[config.mk]
export PLATFORM = sky130hd
export DESIGN_NAME = aluSubsystem
export DESIGN_NICKNAME = d
export VERILOG_FILES = /design/src/hw/aluPkg.sv /design/src/hw/aluControlDecode.sv /design/src/hw/rippleAdder32.sv /design/src/hw/logicUnit32.sv /design/src/hw/aluCore.sv /design/src/hw/aluAxiRegs.sv /design/src/hw/aluSubsystem.sv
export SDC_FILE = /design/constraint.sdc
export NUM_CORES = 1
export LEC_CHECK = 0
export BUFFER_PORTS_ARGS = -buffer_cell sky130_fd_sc_hd__buf_2
export CAP_MARGIN = 5
export CORE_ASPECT_RATIO = 1.2
export CORE_MARGIN = 4
export CORE_UTILIZATION = 54
export CTS_CLUSTER_SIZE = 14
export DETAILED_ROUTE_END_ITERATION = 7
export PLACE_DENSITY_LB_ADDON = 0.25
export SKIP_CTS_REPAIR_TIMING = 1
export SLEW_MARGIN = 20
export SYNTH_ARGS = -nofsm -noshare
export SYNTH_HDL_FRONTEND = slang
export SYNTH_SLANG_ARGS = --single-unit
[constraint.sdc]
create_clock -name clk -period 15.5 [get_ports clk]
set_clock_uncertainty 0.1 [all_clocks]
set_input_delay 3.1 -clock clk [delete_from_list [all_inputs] [get_ports clk]]
set_output_delay 3.1 -clock clk [all_outputs]
set_load 0.1 [all_outputs]
[src/hw/aluPkg.sv]
`default_nettype none

package aluPkg;

  // data words and register offsets
  typedef logic [31:0] aluWord;
  typedef logic [4:0]  axiAddr;
  typedef logic [1:0]  axiResp;

  // command encoding as seen in the command register
  typedef enum logic [2:0] {
    CmdAdd  = 3'd0,
    CmdSub  = 3'd1,
    CmdXor  = 3'd2,
    CmdSlt  = 3'd3,
    CmdAnd  = 3'd4,
    CmdNand = 3'd5,
    CmdNor  = 3'd6,
    CmdOr   = 3'd7
  } aluCmd;

  typedef enum logic [1:0] {SelAdd, SelXor, SelAnd, SelOr} resultSel;

  typedef struct packed {
    resultSel sel;
    logic     invertA;
    logic     invertB;
    logic     carryIn;     // 1 turns the adder into a subtractor with invertB
    logic     enableFlags; // carry and overflow only count for arithmetic
    logic     isSlt;
  } aluCtrl;

  typedef struct packed {
    logic zero;     // bit 2 in the flags register
    logic overflow;
    logic carry;
  } aluFlags;

  typedef struct packed {
    logic   awvalid;
    axiAddr awaddr;
    logic   wvalid;
    aluWord wdata;
    logic   bready;
    logic   arvalid;
    axiAddr araddr;
    logic   rready;
  } axiLiteReq;

  typedef struct packed {
    logic   awready;
    logic   wready;
    logic   bvalid;
    axiResp bresp;
    logic   arready;
    logic   rvalid;
    aluWord rdata;
    axiResp rresp;
  } axiLiteRsp;

  localparam axiAddr AddrOpA     = 5'h00;
  localparam axiAddr AddrOpB     = 5'h04;
  localparam axiAddr AddrCmd     = 5'h08;
  localparam axiAddr AddrResult  = 5'h0C;
  localparam axiAddr AddrFlags   = 5'h10;

  localparam axiResp RespOkay    = 2'd0;
  localparam axiResp RespSlvErr  = 2'd2;

endpackage

`default_nettype wire

[src/hw/aluControlDecode.sv]
`timescale 1ns/100ps
`default_nettype none

module aluControlDecode (
  input  wire aluPkg::aluCmd cmd,
  output aluPkg::aluCtrl     ctrl
);
  import aluPkg::*;

  // command to datapath control table with an extra flag for SLT
  always_comb begin
    ctrl = '{sel: SelAdd, invertA: 1'b0, invertB: 1'b0, carryIn: 1'b0,
             enableFlags: 1'b1, isSlt: 1'b0};
    case (cmd)
      CmdAdd: ;  // defaults above
      CmdSub: begin
        ctrl.invertB = 1'b1;  // a + ~b + 1
        ctrl.carryIn = 1'b1;
      end
      CmdXor: begin
        ctrl.sel         = SelXor;
        ctrl.enableFlags = 1'b0;
      end
      CmdSlt: begin
        ctrl.invertB = 1'b1;
        ctrl.carryIn = 1'b1;
        ctrl.isSlt   = 1'b1;
      end
      CmdAnd: begin
        ctrl.sel         = SelAnd;
        ctrl.enableFlags = 1'b0;
      end
      CmdNand: begin
        // ~a | ~b
        ctrl.sel         = SelOr;
        ctrl.invertA     = 1'b1;
        ctrl.invertB     = 1'b1;
        ctrl.enableFlags = 1'b0;
      end
      CmdNor: begin
        ctrl.sel         = SelAnd;  // ~a & ~b
        ctrl.invertA     = 1'b1;
        ctrl.invertB     = 1'b1;
        ctrl.enableFlags = 1'b0;
      end
      CmdOr: begin
        ctrl.sel         = SelOr;
        ctrl.enableFlags = 1'b0;
      end
      default: ;
    endcase
  end

endmodule

`default_nettype wire

[src/hw/rippleAdder32.sv]
`timescale 1ns/100ps
`default_nettype none

module rippleAdder32 (
  input  wire aluPkg::aluWord a,
  input  wire aluPkg::aluWord b,
  input  wire                 carryIn,
  input  wire                 invertB,
  output aluPkg::aluWord      sum,
  output logic                carryOut,
  output logic                overflow
);

  logic [31:0] bEff;   // b after the optional inversion
  logic [32:0] carry;  // carry[i] enters bit i

  assign bEff     = invertB ? ~b : b;
  assign carry[0] = carryIn;

  for (genvar i = 0; i < 32; i++) begin : genStage
    logic half;  // a xor b for this stage

    assign half         = a[i] ^ bEff[i];
    assign sum[i]       = half ^ carry[i];
    assign carry[i + 1] = (a[i] & bEff[i]) | (half & carry[i]);
  end

  assign carryOut = carry[32];

  // signed overflow when the carries into and out of the sign bit disagree
  assign overflow = carry[31] ^ carry[32];

endmodule

`default_nettype wire

[src/hw/logicUnit32.sv]
`timescale 1ns/100ps
`default_nettype none

module logicUnit32 (
  input  wire aluPkg::aluWord a,
  input  wire aluPkg::aluWord b,
  input  wire                 invertA,
  input  wire                 invertB,
  output aluPkg::aluWord      andResult,
  output aluPkg::aluWord      orResult,
  output aluPkg::aluWord      xorResult
);

  logic [31:0] aEff;
  logic [31:0] bEff;

  assign aEff = invertA ? ~a : a;
  assign bEff = invertB ? ~b : b;

  // with both inputs inverted the and path gives NOR, the or path NAND
  assign andResult = aEff & bEff;
  assign orResult  = aEff | bEff;
  assign xorResult = aEff ^ bEff;

endmodule

`default_nettype wire

[src/hw/aluCore.sv]
`timescale 1ns/100ps
`default_nettype none

module aluCore (
  input  wire aluPkg::aluWord opA,
  input  wire aluPkg::aluWord opB,
  input  wire aluPkg::aluCmd  cmd,
  output aluPkg::aluWord      result,
  output aluPkg::aluFlags     flags
);
  import aluPkg::*;

  aluCtrl ctrl;
  aluWord addResult;
  aluWord andResult;
  aluWord orResult;
  aluWord xorResult;
  logic   carryOut;
  logic   overflow;

  aluControlDecode i_aluControlDecode (
    .cmd  (cmd),
    .ctrl (ctrl)
  );

  rippleAdder32 i_rippleAdder32 (
    .a        (opA),
    .b        (opB),
    .carryIn  (ctrl.carryIn),
    .invertB  (ctrl.invertB),
    .sum      (addResult),
    .carryOut (carryOut),
    .overflow (overflow)
  );

  logicUnit32 i_logicUnit32 (
    .a         (opA),
    .b         (opB),
    .invertA   (ctrl.invertA),
    .invertB   (ctrl.invertB),
    .andResult (andResult),
    .orResult  (orResult),
    .xorResult (xorResult)
  );

  always_comb begin
    case (ctrl.sel)
      SelAdd:  result = addResult;
      SelXor:  result = xorResult;
      SelAnd:  result = andResult;
      SelOr:   result = orResult;
      default: result = addResult;
    endcase

    // a < b when the sign of a - b is wrong or flipped by overflow
    if (ctrl.isSlt) begin
      result = {31'b0, addResult[31] ^ overflow};
    end
  end

  assign flags.zero     = (result == '0);
  assign flags.carry    = carryOut & ctrl.enableFlags;  // logic ops read 0
  assign flags.overflow = overflow & ctrl.enableFlags;

endmodule

`default_nettype wire

[src/hw/aluAxiRegs.sv]
`timescale 1ns/100ps
`default_nettype none

module aluAxiRegs (
  input  wire                    clk,
  input  wire                    reset,
  input  wire aluPkg::axiLiteReq req,
  output aluPkg::axiLiteRsp      rsp,
  output aluPkg::aluWord         opA,
  output aluPkg::aluWord         opB,
  output aluPkg::aluCmd          cmd,
  input  wire aluPkg::aluWord    result,
  input  wire aluPkg::aluFlags   flags
);
  import aluPkg::*;

  typedef enum logic {WrIdle, WrResp} wrStateType;
  typedef enum logic {RdIdle, RdData} rdStateType;

  wrStateType wrState;
  rdStateType rdState;
  logic       live;        // held low during reset and the cycle after it
  logic       wrAccept;    // aw and w handshake in this cycle
  logic       wrMapped;
  logic       arReady;
  logic       rdAccept;
  axiResp     bresp;
  axiResp     rresp;
  aluWord     rdata;
  aluWord     resultQ;
  aluFlags    flagsQ;

  always_ff @(posedge clk) begin
    if (reset) begin
      live <= 1'b0;
    end else begin
      live <= 1'b1;
    end
  end

  // address and data are taken together, never one without the other
  assign wrAccept = live && (wrState == WrIdle) && req.awvalid && req.wvalid;
  assign wrMapped = (req.awaddr == AddrOpA) || (req.awaddr == AddrOpB) ||
                    (req.awaddr == AddrCmd);
  assign arReady  = live && (rdState == RdIdle);
  assign rdAccept = arReady && req.arvalid;

  always_comb begin
    rsp.awready = wrAccept;
    rsp.wready  = wrAccept;
    rsp.bvalid  = (wrState == WrResp);
    rsp.bresp   = bresp;
    rsp.arready = arReady;
    rsp.rvalid  = (rdState == RdData);
    rsp.rdata   = rdata;
    rsp.rresp   = rresp;
  end

  // write channel and the writable registers
  always_ff @(posedge clk) begin
    if (reset) begin
      wrState <= WrIdle;
      opA     <= '0;
      opB     <= '0;
      cmd     <= CmdAdd;
    end else begin
      case (wrState)
        WrIdle:  if (wrAccept) wrState <= WrResp;
        WrResp:  if (req.bready) wrState <= WrIdle;
        default: wrState <= WrIdle;
      endcase

      if (wrAccept) begin
        case (req.awaddr)
          AddrOpA: opA <= req.wdata;
          AddrOpB: opB <= req.wdata;
          AddrCmd: cmd <= aluCmd'(req.wdata[2:0]);  // upper bits dropped
          default: ;  // result, flags and holes are read only
        endcase
      end
    end
  end

  always_ff @(posedge clk) begin
    if (wrAccept) begin
      bresp <= wrMapped ? RespOkay : RespSlvErr;
    end
  end

  // read channel
  always_ff @(posedge clk) begin
    if (reset) begin
      rdState <= RdIdle;
    end else begin
      case (rdState)
        RdIdle:  if (rdAccept) rdState <= RdData;
        RdData:  if (req.rready) rdState <= RdIdle;
        default: rdState <= RdIdle;
      endcase
    end
  end

  always_ff @(posedge clk) begin
    if (rdAccept) begin
      rresp <= RespOkay;
      case (req.araddr)
        AddrOpA:    rdata <= opA;
        AddrOpB:    rdata <= opB;
        AddrCmd:    rdata <= {29'b0, cmd};
        AddrResult: rdata <= resultQ;
        AddrFlags:  rdata <= {29'b0, flagsQ};
        default: begin
          rdata <= '0;
          rresp <= RespSlvErr;
        end
      endcase
    end
  end

  // core outputs sampled every cycle
  always_ff @(posedge clk) begin
    if (reset) begin
      resultQ <= '0;
      flagsQ  <= '0;
    end else begin
      resultQ <= result;
      flagsQ  <= flags;
    end
  end

endmodule

`default_nettype wire

[src/hw/aluSubsystem.sv]
`timescale 1ns/100ps
`default_nettype none

module aluSubsystem (
  input  wire                    clk,
  input  wire                    reset,
  input  wire aluPkg::axiLiteReq req,
  output aluPkg::axiLiteRsp      rsp
);
  import aluPkg::*;

  aluWord  opA;
  aluWord  opB;
  aluCmd   cmd;
  aluWord  result;
  aluFlags flags;

  // register block on the bus side
  aluAxiRegs i_aluAxiRegs (
    .clk    (clk),
    .reset  (reset),
    .req    (req),
    .rsp    (rsp),
    .opA    (opA),
    .opB    (opB),
    .cmd    (cmd),
    .result (result),
    .flags  (flags)
  );

  // purely combinational datapath
  aluCore i_aluCore (
    .opA    (opA),
    .opB    (opB),
    .cmd    (cmd),
    .result (result),
    .flags  (flags)
  );

endmodule

`default_nettype wire

**Word-level counts from Yosys, hierarchy flattened**

Index checks and enable logic that the tools add are counted.

- Logic and storage cells: 241
- Output and inout bits: 41
- Flip-flop bits (word level): 141
- Bits of input ports: 49

- Equality and inequality tests: 16
- Bitwise gates (word level): 171
- Reductions and logical operators: 21
- Multiplexer cells: 20

Operators with widths:

| operator | number |
|---|---|
| $pmux W32 S5 | 1 |
| $pmux W32 S4 | 1 |
| $mux W32 | 3 |
| $and A1 B1 Y1 | 66 |
| $xor A1 B1 Y1 | 66 |
| $not A32 Y32 | 2 |
| $and A32 B32 Y32 | 1 |
| $logic_not A32 Y1 | 1 |
| $or A1 B1 Y1 | 32 |
| $or A32 B32 Y32 | 1 |
| $xor A32 B32 Y32 | 1 |
| $eq A5 B4 Y1 const B | 3 |
| $eq A3 B3 Y1 const B | 4 |
| $eq A5 B3 Y1 const B | 2 |
| $logic_not A5 Y1 | 2 |
| $mux W1 | 10 |
| $reduce_or A5 Y1 | 2 |
| $reduce_or A2 Y1 | 4 |
| $eq A3 B2 Y1 const B | 2 |
| $pmux W2 S3 | 1 |
| $reduce_and A2 Y1 | 3 |
| $eq A5 B5 Y1 const B | 1 |
| $logic_and A1 B1 Y1 | 5 |
| $eq A2 B2 Y1 const B | 2 |
| 8 further kinds | 12 |

**Longest topological paths before layout**

Gate-level depths: netlist (run 1).

- Depth after elaboration: 73
- Mapped depth: 48
- Gate-level depth less buffers: 46

**By module**

A second synthesis (run 1) with hierarchy kept.

- Cells, all modules: 1,060
- Area total of the unflattened synthesis: 10,684.0 µm²

Modules (own cells, without submodules):

| module | sequential area each (µm²) | area an instance (µm²) | cells each | times used |
|---|---|---|---|---|
| aluAxiRegs | 3,123.0 | 5,745.5 | 544 | 1 |
| logicUnit32 | 0.0 | 2,282.2 | 238 | 1 |
| aluCore | 0.0 | 1,351.3 | 136 | 1 |
| rippleAdder32 | 0.0 | 1,238.7 | 131 | 1 |
| aluControlDecode | 0.0 | 66.3 | 11 | 1 |

**Worst setup path before layout (run 1)**

No wires, ideal clock.

- Path type: flip-flop to flip-flop
- From: reg i_aluAxiRegs.cmd[1]
- To: reg i_aluAxiRegs.flagsQ[2] (netlist bit)
- Stages on the path, launching flop included: 48
- Data required time: 15.284 ns
- Library setup time: 0.116 ns
- Slack: 0.140 ns
- Data arrival time: 15.144 ns
- Cell sequence: dfxtp_1 -> buf_4 -> nor2b_1 -> o21ai_2 -> and2_1 -> buf_2 -> xnor2_1 -> inv_1 -> fa_1 -> inv_1 -> fa_1 -> fa_1 -> fa_1 -> fa_1 -> fa_1 -> fa_1 -> fa_1 -> fa_1 -> [12 not listed] -> fa_1 -> fa_1 -> fa_1 -> fa_1 -> fa_1 -> fa_1 -> fa_1 -> fa_1 -> fa_1 -> fa_1 -> inv_1 -> fa_1 -> mux2i_1 -> a22o_1 -> a31oi_1 -> or4b_1 -> nor4_1 -> and3_1

- Cells in the longest elaborated chain, start to end: 73
- Elaborated cells on any way between the ends: 191
- Classes of those cells: eq/ne (10); mux (9); bitwise (165); reduce/logical (7)

Ends and longest elaborated chain:

| what | line | text |
|---|---|---|
| start, declared | aluAxiRegs.sv:11 | `output aluPkg::aluCmd cmd,` |
| start signal, assigned | aluAxiRegs.sv:65 | `cmd <= CmdAdd;` |
| start signal, assigned | aluAxiRegs.sv:77 | `AddrCmd: cmd <= aluCmd'(req.wdata[2:0]);` |
| $eq A3 B3 Y1, or another cell as far along | aluControlDecode.sv:14 | `case (cmd)` |
| $reduce_or A4 Y1 (no source line) | - |  |
| $mux W1 | aluControlDecode.sv:14 |  |
| $mux W32 | rippleAdder32.sv:17, logicUnit32.sv:18 |  |
| $xor A1 B1 Y1 | rippleAdder32.sv:23 | `assign half = a[i] ^ bEff[i];` |
| $and A1 B1 Y1 | rippleAdder32.sv:25 | `assign carry[i + 1] = (a[i] & bEff[i]) \| (half & carry[i]);` |
| $or A1 B1 Y1 | rippleAdder32.sv:25 |  |
| $and A1 B1 Y1 | rippleAdder32.sv:25 |  |
| [57 not listed] | - |  |
| $and A1 B1 Y1 | rippleAdder32.sv:25 |  |
| $or A1 B1 Y1 | rippleAdder32.sv:25 |  |
| $and A1 B1 Y1 | rippleAdder32.sv:25 |  |
| $or A1 B1 Y1 | rippleAdder32.sv:25 |  |
| $xor A1 B1 Y1 | rippleAdder32.sv:31 | `assign overflow = carry[31] ^ carry[32];` |
| $xor A1 B1 Y1 | aluCore.sv:57 | `result = {31'b0, addResult[31] ^ overflow};` |
| $mux W32 * | aluCore.sv:56 | `if (ctrl.isSlt) begin` |
| $logic_not A32 Y1 * | aluCore.sv:61 | `assign flags.zero = (result == '0);` |
| end signal, assigned | aluAxiRegs.sv:127 | `flagsQ <= flags;` |
| end, declared | aluAxiRegs.sv:31 | `aluFlags flagsQ;` |

Every way passes the cells marked *; elsewhere a longest branch is shown, timed or not.
A chain may end at the register's enable or synchronous reset.

**Worst setup path after layout (run 1)**

- From: reg i_aluAxiRegs.cmd[0]
- To: reg i_aluAxiRegs.flagsQ[2] (netlist bit)

Same word-level chain as after synthesis.

==> summary.md, run 1 <==
| Metric | Value |
|---|---|
| Area grow syn2layout | `14.0%` |
| Setup TNS | `0 ns` |
| CP max-delay cell | `fa_1` |
| DP HPWL | `14.0 mm` |
| Count of input and output buffers | `87` |
| Detailed Routing Iterations Pass 1 | `7` |
| DR vias | `6890` |
| Worst setup path category | `reg2reg` |
| # nets final | `1160` |
| Hold Path Class | `reg2reg` |
| Wirelength, routed | `21.2 mm` |
| Worst-path clk slew | `0.06 ns` |
| Fmax | `67.1 MHz` |
| Post-Syn Area | `8660 um^2` |
| I/O pin count | `90` |
| DR WL/cell | `17.2 um` |
| Largest net degree at the start of global routing | `68` |
| Worst setup SP type | `register` |
| Synth Area per Inst | `9.05 um^2` |
| Synth Area in XOR/XNOR | `0.0657` |
| Top cells by area, synth | `dfxtp_1 (24%), edfxtp_1 (12%), ha_1 (9.2%)` |
| Layout cell share with drive strength beyond 1 | `0.191` |
| N_diodes | `0` |
| Hold Fails Final Rpt | `0` |
| Final setup vio count | `0` |
| Synth Register Bits | `139` |
| Synth Area in Compound Gates | `0.146` |
| Synth Flop Type | `dfxtp_1` |
| Cell mode on critical path | `fa_1` |
| Max_cap viols | `0` |
| Ys async rst share | `0` |
| Status | `finished, final reports clean` |
| RSZ-0062 raised after global routing | `false` |
| Total power | `0.883 mW` |
| Die Y | `147 um` |
| Sinks on the clock net | `139` |
| Initial antenna violation count | `0` |
| Initial Utilization | `0.551` |
| Root buf cell | `clkbuf_16` |
| Core Region | `15700 um^2` |
| Final antenna-violating net count | `0` |
| Register area share after synthesis | `0.361` |
| Initial drt markers | `506` |
| Vias per cell | `5.58` |
| Grt total ovfl | `0` |
| Clk buf depth | `2` |
| Worst skew pair latency | `0.42 ns` |
| CP max stage delay | `0.45 ns` |
| Die footprint | `18100 um^2` |
| Share of the synthesized area in the top cell type | `0.243` |
| Max-slew violations | `0` |
| Post-layout min period | `14.90 ns` |
| FP Rows | `50` |
| Tcrit/Tclk final | `0.961` |
| Distinct cell type count after synthesis | `53` |
| Cells after Synth | `957` |
| Die W | `124 um` |
| Simple-Gate Fraction of Synth Area | `0.138` |
| Total GRT Usage | `0.244` |
| Area leader, netlist | `dfxtp_1` |
| Worst Path Arrival | `15.11 ns` |
| P_leak | `3.82 nW` |
| VDD IR max | `0.0828 mV` |
| Rel. slew slack | `0.363` |
| # DRC | `0` |
| Vias in the first global route | `6951` |
| CTS tree | `yes` |
| Endpoint class of the critical path | `register` |
| Mux cell area share after synthesis | `0.0470` |
| Post-synth EDFFs | `34` |
| Largest family of logic cells by synthesized area | `adder cells` |
| Warnings from Yosys | `0` |
| DP Worst Slack | `-0.162 ns` |
| Crit path max fanout | `4` |
| Routability cong. | `0.864` |
| First-pass GRT wire length | `35.0 mm` |
| Slew @ Worst Pin | `0.953 ns` |
| Final WS setup | `0.602 ns` |
| CTS Buf Count | `17` |
| H-tree depth | `4` |
| Pwr/cell area | `89.5 nW/um^2` |
| Adder-Cell Fraction of Synth Area | `0.169` |
| Worst path required time | `15.71 ns` |
through the flow:
stage | hold slack (ns) | std cells | instance area, um^2 | utilization
6_report | 0.379 | 1235 | 9870 | 0.628
4_1_cts | 0.380 | 1235 | 9830 | 0.626
5_1_grt | 0.404 | 1235 | 9870 | 0.628
3_5_place_dp | 0.373 | 1203 | 9200 | 0.586
3_3_place_gp | 0.368 | 1203 | 9200 | 0.586
2_1_floorplan | 0.355 | 958 | 8660 | -
worst max-delay path: cells and delay by family, from the launching register on:
family,cells,cell delay [ns]
buffers and inverters,4,0.32
AO/OA/AOI/OAI,3,0.47
AND/OR/NAND/NOR,5,0.69
flip-flops,1,0.37
adder cells (fa/ha/maj),32,12.66
XOR/XNOR,1,0.14
multiplexers,1,0.07
kinds of logic (layout without fill, tap and decap cells):
logic type | count (synthesis) | in the layout
xor+xnor | 65 | 65
fa+ha+maj | 97 | 97
buf+inv | 146 | 215
flops | 139 | 139
mux | 37 | 37
other cells | 1 | 2
simple gates | 274 | 274
compound gates | 198 | 198
registers in the layout, summed over array words and instances, names as in the netlist:
name                  count
i_aluAxiRegs.opA         32
i_aluAxiRegs.opB         32
i_aluAxiRegs.rdata       32
i_aluAxiRegs.resultQ     32
i_aluAxiRegs.cmd          3
i_aluAxiRegs.flagsQ       3
i_aluAxiRegs.bresp        1
i_aluAxiRegs.live         1
i_aluAxiRegs.rdState      1
i_aluAxiRegs.rresp        1
i_aluAxiRegs.wrState      1
layout by cell type, fill, tap and decap left out, types with 12 or more instances in the layout:
| master | n |
|---|---|
| dfxtp_1 | 103 |
| buf_2 | 87 |
| nor2_1 | 66 |
| clkbuf_16 | 17 |
| xnor2_1 | 65 |
| ha_1 | 64 |
| mux2_2 | 29 |
| fa_1 | 21 |
| buf_4 | 23 |
| a22oi_1 | 39 |
| fa_2 | 12 |
| nand2_1 | 150 |
| o21ai_0 | 17 |
| edfxtp_1 | 34 |
| inv_1 | 72 |
| a21oi_1 | 96 |
Yosys cell counts, drive strengths merged (2+ instances only):
cell,instances
a221o,8
o211ai,2
o22a,6
xnor2,65
or2,2
fa,33
or3,2
and3,3
nor3,2
mux2i,8
ha,64
mux2,29
a221oi,9
a21oi,96
nand3,5
o221ai,4
nand4,7
nor2b,8
o22ai,5
edfxtp,34
inv,73
nor4,7
clkbuf,33
o21ai,18
nand2b,7
a211oi,5
or4b,2
nand3b,2
dfxtp,105
a22oi,39
buf,40
nand2,150
a22o,3
nor2,69
and2,3
cell type report:
| type | count | area [um^2] |
|---|---|---|
| clock buffer | 23 | 458 |
| clock inverter | 9 | 169 |
| fill | 1342 | 5830 |
| inverter | 73 | 274 |
| multi-input combinational | 673 | 4970 |
| sequential | 139 | 3130 |
| tap | 208 | 260 |
| timing repair buffer | 110 | 608 |
where the power goes:
part / internal (mW) / switching [mW] / total [mW]
combinational: 0.0131 / 0.0554 / 0.0685
sequential: 0.376 / 0.00192 / 0.378
clock: 0.288 / 0.148 / 0.437
total: 0.677 / 0.206 / 0.883
layer usage:
| layer | global-route usage | share of wire | vias to the layer above |
|---|---|---|---|
| li1 | - | - | 3329 |
| met1 | 0.310 | 0.43 | 3297 |
| met2 | 0.408 | 0.49 | 212 |
| met3 | 0.0466 | 0.051 | 52 |
| met4 | 0.0920 | 0.027 | 0 |
| met5 | 0 | 0 | - |
final timing paths:
kind	start	to	slack [ns]	cells past startpoint
worst min register to register	i_aluAxiRegs.opB[3]$_SDFFE_PP0P_	i_aluAxiRegs.opB[3]$_SDFFE_PP0P_	0.38	2
worst max-delay path	i_aluAxiRegs.cmd[0]$_SDFFE_PP0P_	i_aluAxiRegs.flagsQ[2]$_SDFF_PP0_	0.60	46
worst min-delay path	i_aluAxiRegs.opB[3]$_SDFFE_PP0P_	i_aluAxiRegs.opB[3]$_SDFFE_PP0P_	0.38	2
worst max register to register	i_aluAxiRegs.cmd[0]$_SDFFE_PP0P_	i_aluAxiRegs.flagsQ[2]$_SDFF_PP0_	0.60	46
(Power assumes the default switching activity.)
==> run 2, diff against run 1 <==
--- a/config.mk
+++ b/config.mk
@@ -5,13 +5,13 @@
 export SDC_FILE = /design/constraint.sdc
 export NUM_CORES = 1
 export LEC_CHECK = 0
-export BUFFER_PORTS_ARGS = -buffer_cell sky130_fd_sc_hd__buf_2
 export CAP_MARGIN = 5
 export CORE_ASPECT_RATIO = 1.2
 export CORE_MARGIN = 4
-export CORE_UTILIZATION = 54
+export CORE_UTILIZATION = 58
 export CTS_CLUSTER_SIZE = 14
 export DETAILED_ROUTE_END_ITERATION = 7
+export DONT_BUFFER_PORTS = 1
 export PLACE_DENSITY_LB_ADDON = 0.25
 export SKIP_CTS_REPAIR_TIMING = 1
 export SLEW_MARGIN = 20
==> summary.md, run 2 (synthesis gave the netlist of run 1 again) <==
| Metric | Value |
|---|---|
| VDD IR max | `0.0701 mV` |
| Sinks on the clock net | `139` |
| Final antenna-violating net count | `0` |
| Worst Path Arrival | `15.12 ns` |
| N_diodes | `0` |
| Initial drt markers | `404` |
| Area grow syn2layout | `8.38%` |
| DR vias | `6596` |
| Vias per cell | `5.79` |
| Grt peak-use layer | `met2` |
| DP HPWL | `13.9 mm` |
| Worst setup SP type | `register` |
| First-pass GRT wire length | `34.1 mm` |
| # DRC | `0` |
| Cell mode on critical path | `fa_1` |
| Max-slew violations | `0` |
| Tcrit/Tclk final | `0.961` |
| Reg-to-reg critical path startpoint | `i_aluAxiRegs.cmd[0]$_SDFFE_PP0P_` |
| Hold Path Cell Cnt | `2` |
| WHS Endpoint | `i_aluAxiRegs.opB[12]$_SDFFE_PP0P_` |
| CP max stage delay | `0.44 ns` |
| Core Region | `14500 um^2` |
| Total power | `0.832 mW` |
| Worst-path clk slew | `0.06 ns` |
| Max_cap viols | `0` |
| Root buf cell | `clkbuf_16` |
| Largest net degree at the start of global routing | `101` |
| HP Start | `i_aluAxiRegs.opB[12]$_SDFFE_PP0P_` |
| Reg2reg end | `i_aluAxiRegs.flagsQ[2]$_SDFF_PP0_` |
| # nets final | `1073` |
| CTS tree | `yes` |
| Status | `finished, final reports clean` |
| I/O pin count | `90` |
| Hold Fails Final Rpt | `0` |
| Initial antenna violation count | `0` |
| Total GRT Usage | `0.254` |
| Commonest non-fill, non-tap cell in the layout | `nand2_1` |
| Initial Utilization | `0.596` |
| Layout cell share with drive strength beyond 1 | `0.120` |
| Slew @ Worst Pin | `1.07 ns` |
| Die Y | `142 um` |
| H-tree depth | `4` |
| Final Cell Area | `9390 um^2` |
| R2R Setup Slk | `0.60 ns` |
| Worst path required time | `15.72 ns` |
| FP Rows | `48` |
| R2r worst-path depth | `46` |
| M2 GR Usage | `0.442` |
| Clk buf depth | `2` |
| CP max-delay cell | `fa_1` |
| Post-layout min period | `14.90 ns` |
| Area after DPL | `8760 um^2` |
| Routability cong. | `0.843` |
| CTS Buf Count | `17` |
| Setup TNS | `0 ns` |
| Worst skew pair latency | `0.43 ns` |
| Count of input and output buffers | `0` |
| Placed cells | `1108` |
| P_leak | `3.45 nW` |
| Fmax | `67.1 MHz` |
| Final Non-Filler Cells | `1140` |
| Grt met3 use | `0.0570` |
| Worst setup path category | `reg2reg` |
| RSZ-0062 raised after global routing | `false` |
| Final setup vio count | `0` |
| Die W | `120 um` |
| Die footprint | `17000 um^2` |
| Detailed Routing Iterations Pass 1 | `5` |
| Vias in the first global route | `6835` |
| Endpoint class of the critical path | `register` |
| Most frequent cells in the layout | `nand2_1 (150), dfxtp_1 (104), a21oi_1 (96)` |
| Rel. slew slack | `0.281` |
| Grt total ovfl | `0` |
| Wirelength, routed | `20.9 mm` |
| Hold Path Class | `reg2reg` |
| Final core utilization | `0.646` |
| Pwr/cell area | `88.7 nW/um^2` |
| DR WL/cell | `18.3 um` |
| Crit path max fanout | `4` |
| Met1 Use GR | `0.293` |
==> run 2: cell count changes in the layout (fill, tap and decap cells not counted), sizes merged <==
cell | previous run | this run
buf | 110 | 23
bufinv | 5 | 2
clkbuf | 23 | 21
clkinv | 4 | 6
clkinvlp | 0 | 2
inv | 73 | 74
==> run 2: power by group <==
part	total, mW	switching, mW	internal [mW]	leakage [nW]
combinational	0.0212	0.0151	0.00612	2.00
sequential	0.405	0.0291	0.376	1.16
clock	0.406	0.156	0.249	0.286
==> run 2: layout make-up <==
class | count | area (um^2)
repair buffers | 23 | 173
fillers | 1212 | 5150
clock inverters | 11 | 116
flip-flops and latches | 139 | 3120
multi-input cells | 673 | 4980
well taps | 200 | 250
inverters | 73 | 274
clock buffers | 21 | 472
==> run 2: worst max-delay path: cells and delay by family (launching register included) <==
family          cells  cell delay, ns
mux                 1            0.07
fa+ha+maj          32           12.64
xor+xnor            1            0.13
compound gates      3            0.49
simple gates        5            0.67
flops               1            0.37
buf+inv             4            0.31
==> run 2: stage by stage <==
step | hold slack [ns] | setup WS (ns)
4_1_cts | 0.374 | -0.210
6_report | 0.371 | 0.599
5_1_grt | 0.396 | 0.0232
3_5_place_dp | 0.365 | -0.102
2_1_floorplan | 0.355 | 0.140
3_3_place_gp | 0.361 | 0.0247
==> run 2: worst max-delay path by stage <==
| stage | start | depth (start not counted) | to |
|---|---|---|---|
| 3_3_place_gp | i_aluAxiRegs.cmd[1]$_SDFFE_PP0P_ | 42 | i_aluAxiRegs.flagsQ[2]$_SDFF_PP0_ |
| 5_1_grt | i_aluAxiRegs.cmd[0]$_SDFFE_PP0P_ | 46 | i_aluAxiRegs.flagsQ[2]$_SDFF_PP0_ |
| 6_report | i_aluAxiRegs.cmd[0]$_SDFFE_PP0P_ | 46 | i_aluAxiRegs.flagsQ[2]$_SDFF_PP0_ |
| 2_1_floorplan | i_aluAxiRegs.cmd[1]$_SDFFE_PP0P_ | 47 | i_aluAxiRegs.flagsQ[2]$_SDFF_PP0_ |
| 3_5_place_dp | i_aluAxiRegs.cmd[1]$_SDFFE_PP0P_ | 45 | i_aluAxiRegs.flagsQ[2]$_SDFF_PP0_ |
| 4_1_cts | i_aluAxiRegs.cmd[1]$_SDFFE_PP0P_ | 45 | i_aluAxiRegs.flagsQ[2]$_SDFF_PP0_ |
==> run 2: layer usage <==
| layer | part of all wire | up-vias | wire length (um) |
|---|---|---|---|
| met3 | 0.053 | 56 | 1100 |
| met4 | 0.029 | 0 | 608 |
| met5 | 0 | - | 0 |
| met1 | 0.41 | 3176 | 8500 |
| li1 | - | 3159 | - |
| met2 | 0.51 | 205 | 10700 |
==> run 3, diff against run 2 <==
--- a/config.mk
+++ b/config.mk
@@ -6,9 +6,8 @@
 export NUM_CORES = 1
 export LEC_CHECK = 0
 export CAP_MARGIN = 5
-export CORE_ASPECT_RATIO = 1.2
 export CORE_MARGIN = 4
-export CORE_UTILIZATION = 58
+export CORE_UTILIZATION = 60
 export CTS_CLUSTER_SIZE = 14
 export DETAILED_ROUTE_END_ITERATION = 7
 export DONT_BUFFER_PORTS = 1
==> constraint.sdc (replaced) <==
create_clock -name clk -period 18.2 [get_ports clk]
set_clock_uncertainty 0.1 [all_clocks]
set_input_delay 3.64 -clock clk [delete_from_list [all_inputs] [get_ports clk]]
set_output_delay 3.64 -clock clk [all_outputs]
set_load 0.1 [all_outputs]
==> summary.md, run 3 (synthesis gave the netlist of run 1 again) <==
| Metric | Value |
|---|---|
| Final core utilization | `0.665` |
| # DRC | `0` |
| Die footprint | `16400 um^2` |
| Clk buf depth | `2` |
| Slew @ Worst Pin | `1.08 ns` |
| Worst path required time | `18.42 ns` |
| Endpoint class of the critical path | `register` |
| # nets final | `1063` |
| Max_cap viols | `0` |
| Vias per cell | `5.90` |
| Commonest non-fill, non-tap cell in the layout | `nand2_1` |
| CTS Buf Count | `17` |
| H-tree depth | `4` |
| Post-layout min period | `16.44 ns` |
| DP HPWL | `13.7 mm` |
| CTS tree | `yes` |
| Largest net degree at the start of global routing | `101` |
| Count of input and output buffers | `0` |
| Wirelength, routed | `20.7 mm` |
| Final antenna-violating net count | `0` |
| Total power | `0.744 mW` |
| Initial drt markers | `511` |
| Total GRT Usage | `0.262` |
| Worst Path Arrival | `16.66 ns` |
| Most frequent cells in the layout | `nand2_1 (150), dfxtp_1 (105), a21oi_1 (96)` |
| Worst-path clk slew | `0.06 ns` |
| Final setup vio count | `0` |
| Pwr/cell area | `80.0 nW/um^2` |
| CP max-delay cell | `dfxtp_1` |
| Grt peak-use layer | `met2` |
| Grt total ovfl | `0` |
| Crit path max fanout | `32` |
| Die W | `128 um` |
| Cell mode on critical path | `fa_1` |
| Worst setup SP type | `register` |
| Die Y | `128 um` |
| DR vias | `6548` |
| N_diodes | `0` |
| Status | `finished, final reports clean` |
| Max-slew violations | `0` |
| Setup TNS | `0 ns` |
| Hold Fails Final Rpt | `0` |
| Worst setup path category | `reg2reg` |
| Tcrit/Tclk final | `0.903` |
| Area grow syn2layout | `7.41%` |
| Vias in the first global route | `6514` |
| Grt met3 use | `0.0629` |
| Routability cong. | `0.914` |
| VDD IR max | `0.0872 mV` |
| M2 GR Usage | `0.414` |
| Initial Utilization | `0.619` |
| DR WL/cell | `18.6 um` |
| P_leak | `3.46 nW` |
| Fmax | `60.8 MHz` |
| Hold Path Class | `reg2reg` |
| Core Region | `14000 um^2` |
| Root buf cell | `clkbuf_16` |
| Detailed Routing Iterations Pass 1 | `5` |
| Sinks on the clock net | `139` |
| First-pass GRT wire length | `34.0 mm` |
| Worst skew pair latency | `0.43 ns` |
| R2R Setup Slk | `1.76 ns` |
| CP max stage delay | `0.56 ns` |
| Rel. slew slack | `0.279` |
| Initial antenna violation count | `0` |
| Layout cell share with drive strength beyond 1 | `0.0946` |
| FP Rows | `43` |
| Met1 Use GR | `0.354` |
| I/O pin count | `90` |
| RSZ-0062 raised after global routing | `false` |
==> run 3: layout make-up <==
| type | count | area, um^2 |
|---|---|---|
| Clock inverter | 12 | 193 |
| Fill cell | 1161 | 4690 |
| Multi-Input combinational cell | 673 | 4930 |
| Timing Repair Buffer | 13 | 97.6 |
| Clock buffer | 20 | 458 |
| Inverter | 73 | 274 |
| Sequential cell | 139 | 3120 |
| Tap cell | 180 | 225 |
==> run 3: path summary, 6_finish.rpt <==
check                                    start                           endpoint  cells after the start
max           i_aluAxiRegs.cmd[0]$_SDFFE_PP0P_  i_aluAxiRegs.flagsQ[2]$_SDFF_PP0_                     47
min          i_aluAxiRegs.opB[11]$_SDFFE_PP0P_  i_aluAxiRegs.opB[11]$_SDFFE_PP0P_                      2
max reg2reg   i_aluAxiRegs.cmd[0]$_SDFFE_PP0P_  i_aluAxiRegs.flagsQ[2]$_SDFF_PP0_                     47
min reg2reg  i_aluAxiRegs.opB[11]$_SDFFE_PP0P_  i_aluAxiRegs.opB[11]$_SDFFE_PP0P_                      2
==> run 3: metal layers <==
metal | share of wire | wire, um
met5 | 0 | 0
met2 | 0.47 | 9680
met1 | 0.45 | 9270
met3 | 0.066 | 1370
met4 | 0.018 | 368
==> run 3: power breakdown <==
part           switching, mW  internal [mW]
registers             0.0247          0.320
clock network          0.131          0.250
logic                 0.0129        0.00522
==> run 3: worst max-delay path, delay by kind of cell (launching register included) <==
| kind | cells | cell delay, ns |
|---|---|---|
| buffers and inverters | 5 | 0.75 |
| adder cells (fa/ha/maj) | 32 | 13.43 |
| multiplexers | 1 | 0.07 |
| XOR/XNOR | 1 | 0.22 |
| AO/OA/AOI/OAI | 3 | 0.48 |
| AND/OR/NAND/NOR | 5 | 0.73 |
| flip-flops | 1 | 0.56 |
==> run 3: metrics by stage <==
stage	setup slack (ns)	area (um^2)	hold WS (ns)	std cells
finish	1.76	9300	0.375	1110
global route	0.948	9300	0.396	1110
CTS	1.65	9300	0.374	1110
detailed placement	1.73	8650	0.368	1078
global placement	2.03	8650	0.361	1078
floorplan	2.84	8660	0.355	958
